$ cat config.mk
export PLATFORM = sky130hd
export DESIGN_NAME = scene_cmd_fsm
export DESIGN_NICKNAME = d
export VERILOG_FILES = /design/src/hw/scene_pkg.sv /design/src/hw/scene_cmd_fsm.sv
export SDC_FILE = /design/constraint.sdc
export NUM_CORES = 1
export LEC_CHECK = 0
export ABC_AREA = 1
export BUFFER_PORTS_ARGS = -buffer_cell sky130_fd_sc_hd__buf_2
export CAP_MARGIN = 20
export CORE_AREA = 3 3 612 614
export CTS_CLUSTER_SIZE = 25
export DETAILED_ROUTE_END_ITERATION = 8
export DIE_AREA = 0 0 615 617
export GPL_TIMING_DRIVEN = 0
export SYNTH_ARGS = -nofsm -noshare
export SYNTH_HDL_FRONTEND = slang
export SYNTH_SLANG_ARGS = --single-unit
$ cat constraint.sdc
create_clock -name sck -period 15.8 [get_ports sck]
set_input_delay 0 -clock sck [delete_from_list [all_inputs] [get_ports sck]]
set_output_delay 0 -clock sck [all_outputs]
set_load 0.1 [all_outputs]
$ cat src/hw/scene_pkg.sv
`default_nettype none

package scene_pkg;

    localparam int DATA_W  = 32;              // single precision float
    localparam int VTX_W   = 3*DATA_W + 3*4;  // xyz plus three 4 bit attributes
    localparam int TRANS_W = 9*DATA_W;        // 3x3 matrix
    localparam int VIDX_W  = 8;
    localparam int BUF_W   = 8;
    localparam int INST_W  = TRANS_W + 2*BUF_W;

    typedef logic [VTX_W-1:0]    vertex_t;
    typedef logic [VIDX_W-1:0]   vidx_t;
    typedef logic [3*VIDX_W-1:0] tri_t;    // corner 0 in the low bits
    typedef logic [TRANS_W-1:0]  transform_t;
    typedef logic [BUF_W-1:0]    buf_id_t;
    typedef logic [7:0]          inst_id_t;
    typedef logic [INST_W-1:0]   inst_t;   // {transform, vert id, tri id}
    typedef logic [7:0]          vaddr_t;
    typedef logic [7:0]          taddr_t;
    typedef logic [8:0]          count_t;  // 0 to 256

    typedef enum logic [3:0] {
        OP_WIPE = 4'd0,
        OP_VERT = 4'd1,
        OP_TRI  = 4'd2,
        OP_INST = 4'd3,
        OP_UPD  = 4'd4
    } opcode_t;

    typedef enum logic [3:0] {
        ST_OK       = 4'd0,
        ST_OVERFLOW = 4'd2,
        ST_BAD_OP   = 4'd3
    } status_t;

    typedef enum logic [2:0] {
        IDLE,
        VERT_HDR,
        VERT_DATA,
        TRI_HDR,
        TRI_DATA,
        INST_WR,
        UPD_RD,     // fetch stored ids
        UPD_WR      // write new transform with old ids
    } cmd_state_t;

endpackage

`default_nettype wire

$ cat src/hw/scene_cmd_fsm.sv
`timescale 1ns/1ps
`default_nettype none

module scene_cmd_fsm import scene_pkg::*; #(
    parameter int MAX_VERT = 256,
    parameter int MAX_TRI  = 256
) (
    input  wire logic       sck,
    input  wire logic       rst,

    input  wire logic       opcode_valid,
    input  wire opcode_t    opcode,

    input  wire logic       vert_hdr_valid,
    input  wire vaddr_t     vert_base,
    input  wire count_t     vert_count,
    input  wire logic       vert_valid,
    input  wire vertex_t    vert_in,

    input  wire logic       tri_hdr_valid,
    input  wire taddr_t     tri_base,
    input  wire count_t     tri_count,
    input  wire logic       tri_valid,
    input  wire tri_t       tri_in,

    input  wire logic       inst_valid,
    input  wire inst_id_t   inst_id_in,
    input  wire inst_t      inst_in,
    input  wire transform_t transform_in,

    output logic            vert_we,
    output vaddr_t          vert_waddr,
    output vertex_t         vert_wdata,
    output logic            tri_we,
    output taddr_t          tri_waddr,
    output tri_t            tri_wdata,
    output logic            vdesc_we,
    output logic            tdesc_we,
    output logic            inst_we,
    output inst_t           inst_wdata,
    output inst_id_t        inst_raddr,  // also the instance write address
    input  wire inst_t      inst_rdata,
    output status_t         status,
    output logic            busy
);

    cmd_state_t state;

    // run registers, shared by vertex and triangle buffers
    vaddr_t     wr_base;
    count_t     wr_count;
    count_t     wr_idx;
    count_t     idx_next;
    vaddr_t     wr_addr;

    inst_id_t   upd_id;
    transform_t upd_trans;

    logic       hdr_fire;
    vaddr_t     hdr_base;
    count_t     hdr_count;
    logic [9:0] hdr_end;    // wide enough for 255 + 256
    logic [9:0] hdr_limit;
    logic       hdr_ovf;
    logic       item_fire;

    assign hdr_fire  = (state == VERT_HDR && vert_hdr_valid) ||
                       (state == TRI_HDR && tri_hdr_valid);
    assign hdr_base  = (state == TRI_HDR) ? tri_base : vert_base;
    assign hdr_count = (state == TRI_HDR) ? tri_count : vert_count;
    assign hdr_limit = (state == TRI_HDR) ? 10'(MAX_TRI) : 10'(MAX_VERT);
    assign hdr_end   = 10'(hdr_base) + 10'(hdr_count);
    assign hdr_ovf   = hdr_end > hdr_limit;

    assign idx_next  = wr_idx + 9'd1;
    assign wr_addr   = wr_base + vaddr_t'(wr_idx);  // in range after overflow check

    assign vert_we    = (state == VERT_DATA) && vert_valid;
    assign vert_waddr = wr_addr;
    assign vert_wdata = vert_in;
    assign tri_we     = (state == TRI_DATA) && tri_valid;
    assign tri_waddr  = wr_addr;
    assign tri_wdata  = tri_in;
    assign item_fire  = vert_we || tri_we;

    assign vdesc_we = (state == VERT_HDR) && vert_hdr_valid && !hdr_ovf;
    assign tdesc_we = (state == TRI_HDR) && tri_hdr_valid && !hdr_ovf;

    // update keeps the stored buffer ids in the low bits
    assign inst_we    = ((state == INST_WR) && inst_valid) || (state == UPD_WR);
    assign inst_wdata = (state == UPD_WR) ? {upd_trans, inst_rdata[2*BUF_W-1:0]} : inst_in;
    assign inst_raddr = (state == UPD_WR) ? upd_id : inst_id_in;

    assign busy = (state != IDLE);

    always_ff @(posedge sck) begin
        if (rst) begin
            state    <= IDLE;
            status   <= ST_OK;
            wr_base  <= '0;
            wr_count <= '0;
            wr_idx   <= '0;
        end else begin
            case (state)
                IDLE: if (opcode_valid) begin
                    case (opcode)
                        OP_WIPE: status <= ST_OK;  // no-op
                        OP_VERT: state  <= VERT_HDR;
                        OP_TRI:  state  <= TRI_HDR;
                        OP_INST: state  <= INST_WR;
                        OP_UPD:  state  <= UPD_RD;
                        default: status <= ST_BAD_OP;
                    endcase
                end
                VERT_HDR, TRI_HDR: if (hdr_fire) begin
                    wr_base  <= hdr_base;
                    wr_count <= hdr_count;
                    wr_idx   <= '0;
                    if (hdr_ovf) begin
                        status <= ST_OVERFLOW;
                        state  <= IDLE;
                    end else if (hdr_count == '0) begin
                        status <= ST_OK;  // empty buffer, descriptor only
                        state  <= IDLE;
                    end else begin
                        state <= (state == VERT_HDR) ? VERT_DATA : TRI_DATA;
                    end
                end
                VERT_DATA, TRI_DATA: if (item_fire) begin
                    wr_idx <= idx_next;
                    if (idx_next == wr_count) begin
                        status <= ST_OK;
                        state  <= IDLE;
                    end
                end
                INST_WR: if (inst_valid) begin
                    status <= ST_OK;
                    state  <= IDLE;
                end
                UPD_RD: if (inst_valid) begin
                    state <= UPD_WR;
                end
                UPD_WR: begin
                    status <= ST_OK;
                    state  <= IDLE;
                end
            endcase
        end
    end

    always_ff @(posedge sck) begin
        if (state == UPD_RD && inst_valid) begin
            upd_id    <= inst_id_in;
            upd_trans <= transform_in;
        end
    end

endmodule

`default_nettype wire

==> impl_metrics.env <==
export IMPL_status="finished clean"
export IMPL_dp_cells=7331
export IMPL_postSynthAreaPerCell_um2=13.2
export IMPL_synth_top_cells_by_area="edfxtp_1, mux2_2, buf_4, dfxtp_1, nand2_1"
export IMPL_required_ps=15800
export IMPL_dp_hpwl_um=188000
export IMPL_stdcell_count=7984
export IMPL_end_kind="output port"
export IMPL_ff2ff_setup_slack_ps=11190
export IMPL_synth_warnings=0
export IMPL_fp_coreArea_mm2=0.369
export IMPL_clock_path_buffers=3
export IMPL_power_density_mw_per_mm2=94.9
export IMPL_grt_pass1_vias=17503
export IMPL_most_common_layout_cells="buf_2, dlygate4sd3_1, mux2_2"
export IMPL_max_freq_mhz=214
export IMPL_final_common_cell="buf_2"
export IMPL_firstDrtPassIters=5
export IMPL_antenna_found_initial=320
export IMPL_drv_cap=0
export IMPL_fin_crit_sh_pct=29.6
export IMPL_multi_input_area_mm2=0.00534
export IMPL_place_gp_congestion=0.920
export IMPL_slew_headroom_pct=27.1
export IMPL_die_y_um=617
export IMPL_fin_nets=4034
export IMPL_fillers=42606
export IMPL_path_cells="buf_4 -> nand2_1 -> nor2_2 -> buf_6 -> buf_4 -> or2_2 -> o21ai_0 -> inv_1 -> ha_1 -> fa_1 -> or2_2 -> nor3_1 -> o21ai_0 -> nor2_1 -> nand3_1 -> nand2_2 -> nand2_2 -> nor2_1 -> buf_2"
export IMPL_ioPinCount=1552
export IMPL_maxSlewViolCount=0
export IMPL_clk_pin_slew_ps=60
export IMPL_drive_gt1_share_pct=57.9
export IMPL_clock_latency_ps=740
export IMPL_finClkSkew_ps=42.4
export IMPL_postRouteWirelength_um=209000
export IMPL_post_place_ws_ps=11710
export IMPL_leakage_nw=13.8
export IMPL_synth_area_leader_cell="edfxtp_1"
export IMPL_syn_inst=1233
export IMPL_netlist_area_leader_share_pct=54.4
export IMPL_grt_max_degree=33
export IMPL_fin_util_pct=9.63
export IMPL_critPathLaunchType="flip-flop"
export IMPL_timing_rr_end="status[0]"
export IMPL_path_max_fanout=10
export IMPL_critical_path_startpoint="state[0]"
export IMPL_drt_initial_drc_count=1098
export IMPL_ir_drop_mv=0.0914
export IMPL_rsz0062_at_grt="false"
export IMPL_routed_via_density=2.30
export IMPL_ff_latch_area_mm2=0.00951
export IMPL_setup_ws_ps=11120
export IMPL_dieArea_mm2=0.379
export IMPL_cts_sink_count=327
export IMPL_via_count=18397
export IMPL_arrival_ps=4680
export IMPL_cts_root_buffer="clkbuf_16"
export IMPL_grt_overflow_total=0
export IMPL_cts_buffers=51
export IMPL_fin_crit_ps=4680
export IMPL_synth_seq_area_share_pct=58.2
export IMPL_hold_class="in2reg"
export IMPL_netlist_area_mm2=0.0163
export IMPL_worstReg2RegStart="state[0]"
export IMPL_cts_setup_buffers=0
export IMPL_die_width_um=615
export IMPL_crit_type="reg2out"
export IMPL_slowest_delay_ps=650
export IMPL_rows=223
export IMPL_tightestPinTransition_ps=1090
export IMPL_reg2reg_depth=22
export IMPL_finalSetupViolCount=0
export IMPL_critPathCapture="tdesc_we"
export IMPL_grt_first_pass_wirelength_um=244000
export IMPL_hold_viol_final=0
export IMPL_ant_nets=0
export IMPL_ys_ff_latch=327
export IMPL_drc=0
export IMPL_syn_to_final_growth_pct=118
export IMPL_tritoncts="built"
export IMPL_avgRoutedWirePerCell_um=26.2
export IMPL_globalRouteTotalUtil_pct=10.6
export IMPL_cp_slowest_cell="buf_2"
export IMPL_start_util_pct=4.42
export IMPL_htree_num_levels=2
export IMPL_portBuffers=1129
export IMPL_yosysUniqueCellTypes=38
worst min-delay path by stage:
stage          cells after the start         startpoint  slack [ps]        endpoint
3_5_place_dp                       1  transform_in[185]         180  upd_trans[185]
4_1_cts                            8       opcode_valid           5       status[1]
5_1_grt                            2  transform_in[151]          30  upd_trans[151]
6_report                           2  transform_in[182]         100  upd_trans[182]
3_3_place_gp                       1  transform_in[214]         180  upd_trans[214]
2_1_floorplan                      0      inst_id_in[0]         100       upd_id[0]
worst max-delay path, delay by kind of cell, from the launching register on:
kind	cells	cell delay (ps)
compound gates	2	250
buf+inv	5	1220
fa+ha+maj	2	690
flops	1	300
simple gates	10	1470
cell type report:
cell class / count / share of cell area, %
tap: 4950 / 17.4
sequential: 327 / 26.8
clock buffer: 57 / 3.77
clock inverter: 36 / 1.34
timing repair buffer: 1649 / 31.1
multi-input combinational: 658 / 15.0
buffer: 189 / 3.59
antenna: 58 / 0.408
inverter: 60 / 0.634
routing by layer:
metal	share of wire (%)	GRT usage, %	vias to the layer above
met5	0.30	0	-
met4	4.2	2.78	90
met3	11	4.94	636
met2	50	19.2	1549
met1	35	10.8	8340
li1	-	-	7782
flip-flops by register name, summed over array words and instances (netlist names):
name	count
wr_base	8
wr_count	9
wr_idx	9
state	3
upd_id	8
upd_trans	288
status	2
cells by family (layout without fill, tap and decap cells):
family,after synthesis,count (layout),synth area share (%)
DFF,327,327,58.2
muxes,312,312,21.5
buffers and inverters,249,1991,9.16
xor gates and xnor gates,16,16,0.858
other,1,60,0.0230
and+or+nand+nor,221,221,5.93
AOI/OAI and AO/OA,91,91,2.97
adders and majority gates,16,16,1.32
where the power goes:
part           switching [W]  total [W]  internal, W  leakage (nW)
Combinational       0.000827    0.00112     0.000292          9.98
Sequential         0.0000134   0.000976     0.000963          2.91
Clock               0.000533    0.00128     0.000746         0.868
Total                0.00137    0.00337      0.00200          13.8
synth_stat cells:
library cell	count
nor3_1	5
clkbuf_1	38
a21boi_0	1
buf_4	145
nand4_2	1
nand4_1	9
fa_1	2
inv_1	58
xnor2_1	4
buf_2	1
nor2_1	26
nand3_4	1
mux2_2	312
nand2_1	135
o21ai_0	37
nand3_1	22
inv_2	2
a21oi_1	38
nand3_2	1
o21ai_2	2
a21oi_2	2
nand2_2	7
conb_1	1
nor3b_1	1
o21ai_1	4
nor4_1	2
ha_1	14
buf_1	3
or2_2	9
a31oi_1	4
xor2_1	12
edfxtp_1	296
o22ai_1	1
o31ai_1	1
buf_6	2
o21bai_1	1
dfxtp_1	31
nor2_2	2
timing repair:
action	in CTS	in global routing
hold buffers	502	0
endpoints found under the hold margin	349	0
gates resized for setup	0	0
stage by stage:
step	total power, W	area (µm²)	hold slack, ps	setup TNS [ps]
finish	0.00337	35500	99.9	0
global route	0.00353	35500	29.6	0
CTS	0.00346	35400	4.78	0
detailed placement	0.00197	28600	178	0
global placement	0.00197	28200	176	-2580510
floorplan	0.00172	16300	98.9	0
Power figures use the tool's default switching activity.
